[config.mk]
export PLATFORM = sky130hd
export DESIGN_NAME = aluCluster
export DESIGN_NICKNAME = d
export VERILOG_FILES = /design/src/verilog/execPkg.sv /design/src/verilog/aluReservationStation.sv /design/src/verilog/aluExecute.sv /design/src/verilog/execCsrBlock.sv /design/src/verilog/aluCluster.sv
export SDC_FILE = /design/constraint.sdc
export NUM_CORES = 2
export LEC_CHECK = 0
export BUFFER_PORTS_ARGS = -buffer_cell sky130_fd_sc_hd__buf_2
export CAP_MARGIN = 15
export CELL_PAD_IN_SITES_DETAIL_PLACEMENT = 1
export CELL_PAD_IN_SITES_GLOBAL_PLACEMENT = 1
export CORE_ASPECT_RATIO = 1.75
export CORE_MARGIN = 5
export CORE_UTILIZATION = 53
export DETAILED_ROUTE_END_ITERATION = 16
export PLACE_DENSITY = 0.94
export SKIP_CTS_REPAIR_TIMING = 1
export SYNTH_ARGS = -nofsm -noshare
export SYNTH_HDL_FRONTEND = slang
export SYNTH_SLANG_ARGS = --single-unit
[constraint.sdc]
create_clock -name clk -period 20.9 [get_ports clk]
set_input_delay 3.135 -clock clk [delete_from_list [all_inputs] [get_ports clk]]
set_output_delay 3.135 -clock clk [all_outputs]
set_load 0.05 [all_outputs]
[src/verilog/execPkg.sv]
`default_nettype none

package execPkg;

    // ~~~~~~~~~~~~~~~~~~~~~~~~~~~~~~
    // Bus widths
    // ~~~~~~~~~~~~~~~~~~~~~~~~~~~~~~
    localparam int dataW      = 32;
    localparam int tagW       = 4;
    localparam int nameW      = 5;
    localparam int branchTagW = 4;
    localparam int branchNumW = $clog2(branchTagW);
    localparam int axiAddrW   = 4;

    // JALR targets always land on an even address.
    localparam logic [dataW-1:0] jalrMask = 32'hFFFF_FFFE;

    // ~~~~~~~~~~~~~~~~~~~~~~~~~~~~~~
    // Operation codes
    // ~~~~~~~~~~~~~~~~~~~~~~~~~~~~~~
    typedef enum logic [3:0] {
        ADD   = 4'd0,
        SUB   = 4'd1,
        SLL   = 4'd2,
        SLT   = 4'd3,
        SLTU  = 4'd4,
        XOR   = 4'd5,
        SRL   = 4'd6,
        SRA   = 4'd7,
        OR    = 4'd8,
        AND   = 4'd9,
        LUI   = 4'd10,
        AUIPC = 4'd11,
        JAL   = 4'd12,
        JALR  = 4'd13
    } aluOpE;

    // ~~~~~~~~~~~~~~~~~~~~~~~~~~~~~~
    // Datapath bundles
    // ~~~~~~~~~~~~~~~~~~~~~~~~~~~~~~
    typedef struct packed {
        aluOpE                 op;
        logic                  op1Ready;
        logic [tagW-1:0]       op1Tag;
        logic [dataW-1:0]      op1Data;
        logic                  op2Ready;
        logic [tagW-1:0]       op2Tag;
        logic [dataW-1:0]      op2Data;
        logic [tagW-1:0]       destTag;
        logic [nameW-1:0]      destName;
        logic [dataW-1:0]      instAddr;
        logic [branchTagW-1:0] branchMask;
    } issueS;

    typedef struct packed {
        logic                  valid;
        logic [tagW-1:0]       tag;
        logic [nameW-1:0]      name;
        logic [dataW-1:0]      data;
        logic [branchTagW-1:0] branchMask;
    } cdbS;

    typedef struct packed {
        logic             valid;
        logic [dataW-1:0] addr;
    } redirectS;

endpackage

`default_nettype wire

[src/verilog/aluReservationStation.sv]
`timescale 1ns/1ns
`default_nettype none

module aluReservationStation #(
    parameter int rsDepth = 4
) (
    input  logic                           clk,
    input  logic                           rstN,
    input  execPkg::issueS                 issue,
    input  logic                           issueValid,
    output logic                           issueReady,
    input  execPkg::cdbS                   cdb,
    input  logic                           misTaken,
    input  logic                           bFreeEn,
    input  logic [execPkg::branchNumW-1:0] bFreeNum,
    input  logic                           issueEn,
    output execPkg::issueS                 selected,
    output logic                           selValid
);
    import execPkg::*;

    localparam int idxW = (rsDepth > 1) ? $clog2(rsDepth) : 1;

    issueS            entries    [rsDepth];
    issueS            snooped    [rsDepth];
    issueS            incoming;
    logic [rsDepth-1:0] entryValid;
    logic [rsDepth-1:0] readyVec;
    logic [idxW-1:0]  entryAge   [rsDepth];

    logic             freeFound;
    logic [idxW-1:0]  allocIdx;
    logic             selFound;
    logic [idxW-1:0]  selIdx;
    logic [idxW-1:0]  selAge;
    logic [idxW:0]    validCount;
    logic [idxW:0]    remaining;
    logic             doAlloc;
    logic             doSel;

    // Fills waiting operands from the broadcast and drops a resolved branch bit.
    function automatic issueS applySnoop(input issueS e);
        issueS r;
        r = e;
        if (cdb.valid && !r.op1Ready && r.op1Tag == cdb.tag) begin
            r.op1Ready = 1'b1;
            r.op1Data  = cdb.data;
        end
        if (cdb.valid && !r.op2Ready && r.op2Tag == cdb.tag) begin
            r.op2Ready = 1'b1;
            r.op2Data  = cdb.data;
        end
        if (bFreeEn) begin
            r.branchMask[bFreeNum] = 1'b0;
        end
        return r;
    endfunction

    assign incoming = applySnoop(issue);

    always_comb begin
        for (int i = 0; i < rsDepth; i++) begin
            snooped[i]  = applySnoop(entries[i]);
            readyVec[i] = entryValid[i] && entries[i].op1Ready && entries[i].op2Ready;
        end
    end

    // ~~~~~~~~~~~~~~~~~~~~~~~~~~~~~~
    // Allocation and selection
    // ~~~~~~~~~~~~~~~~~~~~~~~~~~~~~~
    always_comb begin
        freeFound  = 1'b0;
        allocIdx   = '0;
        selFound   = 1'b0;
        selIdx     = '0;
        selAge     = '1;
        validCount = '0;
        for (int i = 0; i < rsDepth; i++) begin
            if (!entryValid[i] && !freeFound) begin
                freeFound = 1'b1;
                allocIdx  = idxW'(i);
            end
            // Strict compare keeps the lower index on a tie.
            if (readyVec[i] && (!selFound || entryAge[i] < selAge)) begin
                selFound = 1'b1;
                selIdx   = idxW'(i);
                selAge   = entryAge[i];
            end
            validCount = validCount + entryValid[i];
        end
    end

    assign doSel      = selFound && issueEn && !misTaken;
    assign issueReady = freeFound && issueEn && !misTaken;
    assign doAlloc    = issueValid && issueReady;
    assign remaining  = validCount - {{idxW{1'b0}}, doSel};
    assign selValid   = doSel;
    assign selected   = entries[selIdx];

    always_ff @(posedge clk) begin
        for (int i = 0; i < rsDepth; i++) begin
            if (doAlloc && allocIdx == idxW'(i)) begin
                entries[i] <= incoming;
            end else begin
                entries[i] <= snooped[i];
            end
        end
    end

    // Age is the number of older live entries, so the oldest sits at zero.
    always_ff @(posedge clk or negedge rstN) begin
        if (!rstN) begin
            entryValid <= '0;
            for (int i = 0; i < rsDepth; i++) begin
                entryAge[i] <= '0;
            end
        end else if (misTaken) begin
            entryValid <= '0;
        end else begin
            for (int i = 0; i < rsDepth; i++) begin
                if (doSel && selIdx == idxW'(i)) begin
                    entryValid[i] <= 1'b0;
                end else if (doSel && entryValid[i] && entryAge[i] > selAge) begin
                    entryAge[i] <= entryAge[i] - 1'b1;
                end
                if (doAlloc && allocIdx == idxW'(i)) begin
                    entryValid[i] <= 1'b1;
                    entryAge[i]   <= remaining[idxW-1:0];
                end
            end
        end
    end

endmodule

`default_nettype wire

[src/verilog/aluExecute.sv]
`timescale 1ns/1ns
`default_nettype none

module aluExecute (
    input  logic                           clk,
    input  logic                           rstN,
    input  execPkg::issueS                 selected,
    input  logic                           selValid,
    input  logic                           misTaken,
    input  logic                           bFreeEn,
    input  logic [execPkg::branchNumW-1:0] bFreeNum,
    output execPkg::cdbS                   cdb,
    output execPkg::redirectS              redirect
);
    import execPkg::*;

    logic [dataW-1:0]      opA;
    logic [dataW-1:0]      opB;
    logic [dataW-1:0]      opSum;
    logic [4:0]            shamt;
    logic [dataW-1:0]      resData;
    logic [dataW-1:0]      jumpAddr;
    logic                  isJump;
    logic [branchTagW-1:0] maskNext;

    logic                  resValidQ;
    logic                  jumpValidQ;
    logic [tagW-1:0]       resTagQ;
    logic [nameW-1:0]      resNameQ;
    logic [dataW-1:0]      resDataQ;
    logic [branchTagW-1:0] resMaskQ;
    logic [dataW-1:0]      jumpAddrQ;

    assign opA   = selected.op1Data;
    assign opB   = selected.op2Data;
    assign opSum = opA + opB;
    assign shamt = opB[4:0];

    always_comb begin
        resData  = '0;
        jumpAddr = '0;
        isJump   = 1'b0;
        case (selected.op)
            ADD:   resData = opSum;
            SUB:   resData = opA - opB;
            SLL:   resData = opA << shamt;
            SLT:   resData = {{(dataW-1){1'b0}}, $signed(opA) < $signed(opB)};
            SLTU:  resData = {{(dataW-1){1'b0}}, opA < opB};
            XOR:   resData = opA ^ opB;
            SRL:   resData = opA >> shamt;
            SRA:   resData = $signed(opA) >>> shamt;
            OR:    resData = opA | opB;
            AND:   resData = opA & opB;
            LUI:   resData = opB;
            AUIPC: resData = opSum;
            JAL: begin
                isJump   = 1'b1;
                jumpAddr = opSum;
                resData  = opA + dataW'(4);
            end
            JALR: begin
                isJump   = 1'b1;
                jumpAddr = opSum & jalrMask;
                resData  = selected.instAddr + dataW'(4);
            end
            default: resData = '0;
        endcase
    end

    always_comb begin
        maskNext = selected.branchMask;
        if (bFreeEn) begin
            maskNext[bFreeNum] = 1'b0;
        end
    end

    // ~~~~~~~~~~~~~~~~~~~~~~~~~~~~~~
    // Result stage
    // ~~~~~~~~~~~~~~~~~~~~~~~~~~~~~~
    always_ff @(posedge clk or negedge rstN) begin
        if (!rstN) begin
            resValidQ  <= 1'b0;
            jumpValidQ <= 1'b0;
        end else begin
            resValidQ  <= selValid && !misTaken;
            jumpValidQ <= selValid && !misTaken && isJump;
        end
    end

    always_ff @(posedge clk) begin
        if (selValid) begin
            resTagQ   <= selected.destTag;
            resNameQ  <= selected.destName;
            resDataQ  <= resData;
            resMaskQ  <= maskNext;
            jumpAddrQ <= jumpAddr;
        end
    end

    assign cdb = '{valid: resValidQ, tag: resTagQ, name: resNameQ,
                   data: resDataQ, branchMask: resMaskQ};
    assign redirect = '{valid: jumpValidQ, addr: jumpAddrQ};

endmodule

`default_nettype wire

[src/verilog/execCsrBlock.sv]
`timescale 1ns/1ns
`default_nettype none

module execCsrBlock #(
    parameter int rsDepth = 4
) (
    input  logic                         clk,
    input  logic                         rstN,
    input  logic [execPkg::axiAddrW-1:0] awAddr,
    input  logic                         awValid,
    output logic                         awReady,
    input  logic [execPkg::dataW-1:0]    wData,
    input  logic [3:0]                   wStrb,
    input  logic                         wValid,
    output logic                         wReady,
    output logic [1:0]                   bResp,
    output logic                         bValid,
    input  logic                         bReady,
    input  logic [execPkg::axiAddrW-1:0] arAddr,
    input  logic                         arValid,
    output logic                         arReady,
    output logic [execPkg::dataW-1:0]    rData,
    output logic [1:0]                   rResp,
    output logic                         rValid,
    input  logic                         rReady,
    input  logic                         cdbValid,
    input  logic                         jumpValid,
    input  logic                         misTaken,
    output logic                         issueEn
);
    import execPkg::*;

    localparam int numCounters = 3;

    logic                                  writeAccept;
    logic                                  readAccept;
    logic                                  clearCounters;
    logic [numCounters-1:0]                events;
    logic [numCounters-1:0][dataW-1:0]     counts;
    logic [dataW-1:0]                      ctrlWord;
    logic [dataW-1:0]                      readWord;

    // Only one access is in flight, and a write wins a same-cycle tie.
    assign writeAccept = awValid && wValid && !bValid && !rValid;
    assign readAccept  = arValid && !writeAccept && !bValid && !rValid;
    assign awReady     = writeAccept;
    assign wReady      = writeAccept;
    assign arReady     = readAccept;
    assign bResp       = 2'b00;
    assign rResp       = 2'b00;

    assign clearCounters = writeAccept && awAddr[3:2] == 2'd0 && wStrb[0] && wData[1];

    always_ff @(posedge clk or negedge rstN) begin
        if (!rstN) begin
            bValid  <= 1'b0;
            rValid  <= 1'b0;
            issueEn <= 1'b1;
        end else begin
            if (writeAccept) begin
                bValid <= 1'b1;
            end else if (bReady) begin
                bValid <= 1'b0;
            end
            if (readAccept) begin
                rValid <= 1'b1;
            end else if (rReady) begin
                rValid <= 1'b0;
            end
            if (writeAccept && awAddr[3:2] == 2'd0 && wStrb[0]) begin
                issueEn <= wData[0];
            end
        end
    end

    // ~~~~~~~~~~~~~~~~~~~~~~~~~~~~~~
    // Event counters
    // ~~~~~~~~~~~~~~~~~~~~~~~~~~~~~~
    assign events = {misTaken, jumpValid, cdbValid};

    for (genvar c = 0; c < numCounters; c++) begin : gCount
        always_ff @(posedge clk or negedge rstN) begin
            if (!rstN) begin
                counts[c] <= '0;
            end else if (clearCounters) begin
                counts[c] <= '0;
            end else if (events[c] && counts[c] != '1) begin
                counts[c] <= counts[c] + 1'b1;
            end
        end
    end

    // Bits 7:4 report the station capacity.
    assign ctrlWord = {{(dataW-8){1'b0}}, 4'(rsDepth), 3'b000, issueEn};

    always_comb begin
        case (arAddr[3:2])
            2'd0:    readWord = ctrlWord;
            2'd1:    readWord = counts[0];
            2'd2:    readWord = counts[1];
            default: readWord = counts[2];
        endcase
    end

    always_ff @(posedge clk) begin
        if (readAccept) begin
            rData <= readWord;
        end
    end

endmodule

`default_nettype wire

[src/verilog/aluCluster.sv]
`timescale 1ns/1ns
`default_nettype none

module aluCluster #(
    parameter int rsDepth = 4
) (
    input  logic                           clk,
    input  logic                           rstN,
    input  execPkg::issueS                 issue,
    input  logic                           issueValid,
    output logic                           issueReady,
    input  logic                           misTaken,
    input  logic                           bFreeEn,
    input  logic [execPkg::branchNumW-1:0] bFreeNum,
    output execPkg::cdbS                   cdb,
    output execPkg::redirectS              redirect,
    input  logic [execPkg::axiAddrW-1:0]   awAddr,
    input  logic                           awValid,
    output logic                           awReady,
    input  logic [execPkg::dataW-1:0]      wData,
    input  logic [3:0]                     wStrb,
    input  logic                           wValid,
    output logic                           wReady,
    output logic [1:0]                     bResp,
    output logic                           bValid,
    input  logic                           bReady,
    input  logic [execPkg::axiAddrW-1:0]   arAddr,
    input  logic                           arValid,
    output logic                           arReady,
    output logic [execPkg::dataW-1:0]      rData,
    output logic [1:0]                     rResp,
    output logic                           rValid,
    input  logic                           rReady
);
    import execPkg::*;

    issueS selected;
    logic  selValid;
    logic  issueEn;

    aluReservationStation #(.rsDepth(rsDepth)) u_station (
        .clk, .rstN, .issue, .issueValid, .issueReady, .cdb, .misTaken,
        .bFreeEn, .bFreeNum, .issueEn, .selected, .selValid
    );

    aluExecute u_execute (
        .clk, .rstN, .selected, .selValid, .misTaken, .bFreeEn, .bFreeNum,
        .cdb, .redirect
    );

    // The result bus and redirect double as the counter event strobes.
    execCsrBlock #(.rsDepth(rsDepth)) u_csr (
        .clk, .rstN, .awAddr, .awValid, .awReady, .wData, .wStrb, .wValid,
        .wReady, .bResp, .bValid, .bReady, .arAddr, .arValid, .arReady,
        .rData, .rResp, .rValid, .rReady,
        .cdbValid(cdb.valid), .jumpValid(redirect.valid), .misTaken, .issueEn
    );

endmodule

`default_nettype wire

Word-level counts from Yosys, hierarchy flattened
Memories as Yosys holds them, arrays and structs flattened.
Index checks and enable logic that the tools add are counted.
W data, S select, Z words.

operators by class
  $add $sub $neg = 15
  magnitude comparators = 11
  equal/unequal tests = 38
  shift operators = 3
  muxes and demuxes = 97
  bitwise logic cells = 15
  reduce and logical (&&, ||, !) cells = 119

operators with widths
  cell                     number
  $mux W32                 16
  $mux W123                4
  $pmux W32 S13            1
  $add A32 B1 Y32 const B  3
  $ne A32 B32 Y1 const B   3
  $pmux W32 S3             1
  $logic_and A1 B1 Y1      70
  $add A32 B3 Y32 const B  2
  $lt A32 B32 Y1           2
  $pmux W32 S2             1
  $mux W1                  46
  $eq A4 B4 Y1             10
  $mux W2                  20
  $add A32 B32 Y32         1
  $and A32 B32 Y32         1
  $or A32 B32 Y32          1
  $shl A32 B5 Y32          1
  $shr A32 B5 Y32          1
  $sshr A32 B5 Y32         1
  $sub A32 B32 Y32         1
  $xor A32 B32 Y32         1
  $mux W4                  7
  $and A4 B4 Y4            6
  $eq A4 B4 Y1 const B     6
  other kinds (26)         92

word-level totals
  flip-flop bits (word level) = 222
  RAM bits = 492
  input bits = 179
  output and inout port bits = 121
  logic and storage cells = 321
  memories = 1

memory list
  memory             depth  width  read ports  clocked after memory_dff  write ports  line                         source
  u_station.entries  4      123    5           0                         4            aluReservationStation.sv:24  issueS entries [rsDepth];

Depth between registers and ports, before layout
An unclocked memory read counts as a cell.

  depth in word-level cells = 23
  mapped depth = 40

Cells and area by module
A second synthesis with hierarchy kept.

unflattened totals
  cell total of the unflattened synthesis = 4246
  area, all modules = 44083.5 um2

by module, submodules not included
  module                 times used  cells each  area an instance (um2)
  aluReservationStation  1           1757        23582.6
  aluExecute             1           1755        13306.5
  execCsrBlock           1           734         7194.4

Least setup slack after synthesis
Ideal clock, no wire load.

  path type = register -> register
  from = reg u_station.entryAge[7] in the netlist's numbering
  to = reg u_execute.resDataQ[27] (data pin)
  arrival = 8.500 ns
  data required time = 20.641 ns
  path slack = 12.141 ns
  cell stages (with the launch flop) = 40
  period minus slack after synthesis = 8.759 ns
  cell sequence = dfrtp_1 -> and2b_4 -> a32oi_2 -> a221o_1 -> buf_6 -> nand2_4 -> buf_2 -> clkbuf_1 -> clkbuf_1 -> clkbuf_1 -> buf_1 -> a21oi_1 -> ha_1 -> nor2_1 -> nor2_1 -> or2_2 -> clkbuf_1 -> nand2_2 -> [... 4 more ...] -> buf_2 -> a311oi_1 -> a21oi_1 -> inv_1 -> ha_1 -> clkbuf_1 -> nor2_1 -> nor4b_1 -> a21oi_1 -> o211ai_1 -> a31oi_1 -> o221ai_1 -> o21bai_1 -> o31ai_1 -> a21boi_0 -> a221o_1 -> a211o_1 -> a211o_1

on the way
  word-level cells in the longest chain between the ends = 17
  elaborated cells between the ends (all ways) = 46
  those cells by class = add/sub: 4; order compare: 3; eq/ne: 13; shift: 3; mux: 9; bitwise: 3; reduce/logical: 10; memory: 1

RTL lines
  item                                                     line                          source
  start, declared                                          aluReservationStation.sv:29   logic [idxW-1:0] entryAge [rsDepth];
  start signal, assigned by index                          aluReservationStation.sv:124  entryAge[i] <= entryAge[i] - 1'b1;
  start signal, assigned by index                          aluReservationStation.sv:128  entryAge[i] <= remaining[idxW-1:0];
  $mux W2 *                                                aluReservationStation.sv:84   if (readyVec[i] && (!selFound || entryAge[i] < selAge)) begin
  $lt A2 B2 Y1                                             aluReservationStation.sv:84
  $logic_or A1 B1 Y1                                       aluReservationStation.sv:84
  $logic_and A1 B1 Y1                                      aluReservationStation.sv:84
  $mux W2 or $mux W1 (tied branches)                       aluReservationStation.sv:84
  $lt A2 B2 Y1 or $logic_not A1 Y1 (tied branches)         aluReservationStation.sv:84
  $logic_or A1 B1 Y1                                       aluReservationStation.sv:84
  $logic_and A1 B1 Y1                                      aluReservationStation.sv:84
  $mux W2 or $mux W1 (tied branches)                       aluReservationStation.sv:84
  $lt A2 B2 Y1 or $logic_not A1 Y1 (tied branches)         aluReservationStation.sv:84
  $logic_or A1 B1 Y1                                       aluReservationStation.sv:84
  $logic_and A1 B1 Y1                                      aluReservationStation.sv:84
  $mux W2 *                                                aluReservationStation.sv:84
  $mem_v2 Z4 W123 *                                        n/a
  branches (longest 2 deep; another with $add A32 B3 Y32)  n/a
  $pmux W32 S13 *                                          aluExecute.sv:43              case (selected.op)
  net u_execute.resData[27]                                aluExecute.sv:21              logic [dataW-1:0] resData;
  end signal, assigned                                     aluExecute.sv:94              resDataQ <= resData;
  end, declared                                            aluExecute.sv:30              logic [dataW-1:0] resDataQ;

Mark *: on every way through the listed nets, which the timed path passes.
A chain may end at the register's enable or synchronous reset.

Final worst setup path
  from = reg u_station.entryValid[1]
  to = reg u_execute.resDataQ[0] (data pin)

on the way
  word-level cells in the longest chain between the ends = 16
  elaborated cells between the ends (all ways) = 47
  those cells by class = add/sub: 4; order compare: 4; eq/ne: 13; shift: 3; mux: 8; bitwise: 3; reduce/logical: 11; memory: 1

RTL lines
  item                                                     line                          source
  start, declared                                          aluReservationStation.sv:27   logic [rsDepth-1:0] entryValid;
  start signal, assigned                                   aluReservationStation.sv:113  entryValid <= '0;
  start signal, assigned                                   aluReservationStation.sv:118  entryValid <= '0;
  start signal, assigned by index                          aluReservationStation.sv:122  entryValid[i] <= 1'b0;
  $logic_and A1 B1 Y1 * (2 in a row)                       aluReservationStation.sv:64   readyVec[i] = entryValid[i] && entries[i].op1Ready && entries[i].op2Ready;
  $logic_and A1 B1 Y1 *                                    aluReservationStation.sv:84
  $mux W2 or $mux W1 (tied branches)                       aluReservationStation.sv:84
  $lt A2 B2 Y1 or $logic_not A1 Y1 (tied branches)         aluReservationStation.sv:84
  $logic_or A1 B1 Y1                                       aluReservationStation.sv:84
  $logic_and A1 B1 Y1                                      aluReservationStation.sv:84
  $mux W2 or $mux W1 (tied branches)                       aluReservationStation.sv:84
  $lt A2 B2 Y1 or $logic_not A1 Y1 (tied branches)         aluReservationStation.sv:84
  $logic_or A1 B1 Y1                                       aluReservationStation.sv:84
  $logic_and A1 B1 Y1                                      aluReservationStation.sv:84
  $mux W2 *                                                aluReservationStation.sv:84
  $mem_v2 Z4 W123 *                                        n/a
  branches (longest 2 deep; another with $add A32 B3 Y32)  n/a
  $pmux W32 S13 *                                          aluExecute.sv:43
  net u_execute.resData[0]                                 aluExecute.sv:21

Marked as above.

==> flow_summary.json <==
{
  "outcome": "complete, no violations",
  "crit_fanout": 45,
  "r2r-start": "u_station.entryValid[1]",
  "min_period_ns": 11.75,
  "layout_setup_ws_ns": 9.15,
  "vias_per_cell": 7.48,
  "critPathRequiredTime_ns": 21.26,
  "arrival_ns": 12.11,
  "wl_per_cell_microns": 37.4,
  "core_sq_um": 80800,
  "drc": 0,
  "fin_setup_tns_ns": 0,
  "die_y_microns": 388,
  "grt_max_degree": 97,
  "setup_viol": 0,
  "max_stage_delay_ns": 0.81,
  "ys.flop_type": "edfxtp_1",
  "combPwrFrac_pct": 21.9,
  "tightestPinTransition_ns": 1.37,
  "synth_top_area_share_pct": 41.2,
  "yosys-top-cells-area": "edfxtp_1, mux2_2, dfrtp_1, mux2i_1, ha_1",
  "async_flop_share_pct": 15.8,
  "cts.clk_slew.worst_paths_ns": 0.08,
  "cp-end-kind": "flip-flop",
  "grt_use_total_pct": 43.7,
  "reg2reg_slack_ns": 9.15,
  "internal_power_uw": 2700,
  "cts_sinks": 714,
  "nNetsFinal": 4469,
  "critPathLaunch": "u_station.entryValid[1]",
  "cts_buffers": 69,
  "fill_cells": 8536,
  "cts_tree": "built",
  "rows": 138,
  "syn_inst": 4009,
  "cp-start-kind": "flip-flop",
  "grt_pass1_vias": 40900,
  "clk_path_buf_depth": 3,
  "h-tree-depth": 3,
  "firstDrtPassIters": 7,
  "maxSlewViolCount": 0,
  "antenna_found_initial": 27,
  "ys_seq_area_share_pct": 48.2,
  "yosysUniqueCellTypes": 116,
  "switching_share_pct": 32.7,
  "yosys_warnings": 0,
  "hold_path_depth": 2,
  "crit_type": "flip-flop to flip-flop",
  "grt_pass1_wl_microns": 283000,
  "cts-root-buf": "clkbuf_16",
  "cp_slowest_cell": "o311ai_0",
  "ys_ff_latch": 714,
  "power_density_nw_per_um2": 83.5,
  "placed_area_sq_um": 45400,
  "fin_crit_sh_pct": 56.2,
  "antenna_left": 0,
  "drtIter0Drc": 5787,
  "fin_worst_skew_ns": 0.0383,
  "io_pins": 300,
  "synth_edf_count": 593,
  "cap_violations": 0,
  "leakagePower_uw": 0.0179,
  "hold_path_class": "flip-flop to flip-flop",
  "via_count": 39700,
  "ir_drop_uv": 94.2,
  "wl_microns": 199000,
  "slew_headroom_pct": 8.95,
  "pwr-share-seq_pct": 42.3,
  "crit_end": "u_execute.resDataQ[0]",
  "die_area_sq_um": 87500,
  "switchingPower_uw": 1310,
  "ff2ff_path_depth": 28,
  "syn_area_sq_um": 43200,
  "clkPwrFrac_pct": 35.8,
  "final_common_cell": "edfxtp_1",
  "io_buffers": 258,
  "dp_hpwl_microns": 129000,
  "synth_top_area_cell": "edfxtp_1",
  "rsz0062_at_grt": "false",
  "finalInstanceArea_sq_um": 48000,
  "rr_endpoint": "u_execute.resDataQ[0]",
  "final_cell_mix": "edfxtp_1, nor2_1, mux2_2",
  "drive_gt1_share_pct": 21.3,
  "areaGrowthSynthToFinish_pct": 11.3,
  "worstSkewPairLatency_ns": 0.69,
  "start_util_pct": 53.4,
  "hold_violations": 0,
  "avgSynthCellArea_sq_um": 10.8,
  "fp.dieW_microns": 226,
  "gr-total-overflow": 0,
  "pre_cts_slack_ns": 10.02,
  "fmax_mhz": 85.1,
  "gp_congestion": 1.07
}
-- sequential cells by signal, summed over array words and instances (netlist names) --
| register | cells |
|---|---|
| u_csr.bValid | 1 |
| u_csr.counts | 96 |
| u_csr.issueEn | 1 |
| u_csr.rData | 32 |
| u_csr.rValid | 1 |
| u_execute.jumpAddrQ | 32 |
| u_execute.jumpValidQ | 1 |
| u_execute.resDataQ | 32 |
| u_execute.resMaskQ | 4 |
| u_execute.resNameQ | 5 |
| u_execute.resTagQ | 4 |
| u_execute.resValidQ | 1 |
| u_station.entries | 492 |
| u_station.entryAge | 8 |
| u_station.entryValid | 4 |
-- metal layers --
| layer | vias to the layer above | global-route usage (%) | wire length, microns |
|---|---|---|---|
| met4 | 10 | 34.5 | 22200 |
| met5 | - | 0 | 75 |
| li1 | 15500 | - | - |
| met2 | 3530 | 70.7 | 91300 |
| met3 | 1390 | 13.0 | 23200 |
| met1 | 19400 | 47.3 | 61700 |
-- cell usage after synthesis (29+ instances only) --
cell and n:
a21oi_1 201, a22o_1 35, a31oi_1 29, buf_1 31
buf_2 58, clkbuf_1 145, dfrtp_1 112, edfxtp_1 593
ha_1 113, inv_1 126, mux2_2 323, mux2i_1 169
nand2_1 323, nand3_1 124, nand4_1 60, nor2_1 351
nor3_1 57, o211ai_1 84, o21ai_0 274, xnor2_1 108
xor2_1 83
-- cell families after synthesis --
logic type               Yosys count  share of synthesized area [%]
AO/OA/AOI/OAI                    985                           15.2
XOR/XNOR                         191                           3.87
other                              1                        0.00869
buffers and inverters            392                           3.97
adder cells (fa/ha/maj)          116                           3.41
flip-flops                       714                           48.2
multiplexers                     520                           13.5
AND/OR/NAND/NOR                 1090                           11.8
-- cell type report --
type	instances	area, sq um	share of cell area, %
Antenna cell	29	72.6	0.151
Clock buffer	86	1950	4.05
Clock inverter	41	537	1.12
Inverter	133	502	1.04
Multi-Input combinational cell	2906	20900	43.4
Sequential cell	714	20800	43.3
Tap cell	1050	1310	2.73
Timing Repair Buffer	350	2000	4.17
-- worst max-delay path, delay by kind of cell (launching register included) --
kind / cells / cell delay [ns]
AND/OR/NAND/NOR: 5 / 2.13
multiplexers: 1 / 0.55
AO/OA/AOI/OAI: 15 / 5.94
flip-flops: 1 / 0.55
adder cells (fa/ha/maj): 3 / 0.91
buffers and inverters: 4 / 1.24
-- power by group through the flow --
stage / registers (uW) / clock network, uW / logic [uW]
finish: 1700 / 1440 / 878
global route: 1700 / 1490 / 901
CTS: 1690 / 1430 / 831
detailed placement: 1710 / 0 / 805
global placement: 1710 / 0 / 769
floorplan: 1730 / 0 / 491
-- worst min-delay path by stage --
stage | from | end | slack, ns
2_1_floorplan | u_station.entries[3][81] | u_station.entries[3][81] | 0.48
3_3_place_gp | u_csr.rValid | u_csr.rValid | 0.49
3_5_place_dp | u_csr.rValid | u_csr.rValid | 0.50
4_1_cts | u_station.entries[3][42] | u_execute.resTagQ[1] | 0.54
5_1_grt | u_station.entries[3][39] | u_execute.resNameQ[3] | 0.56
6_report | u_station.entries[3][36] | u_execute.resNameQ[0] | 0.54
-- metrics by stage --
step	total power, uW	hold slack (ns)	instances	util [%]
finish	4010	0.539	5309	59.4
global route	4090	0.560	5291	59.4
CTS	3950	0.536	5271	59.3
detailed placement	2520	0.502	5144	56.2
global placement	2480	0.492	5144	56.2
floorplan	2220	0.478	4012	-
(Power assumes the default switching activity.)
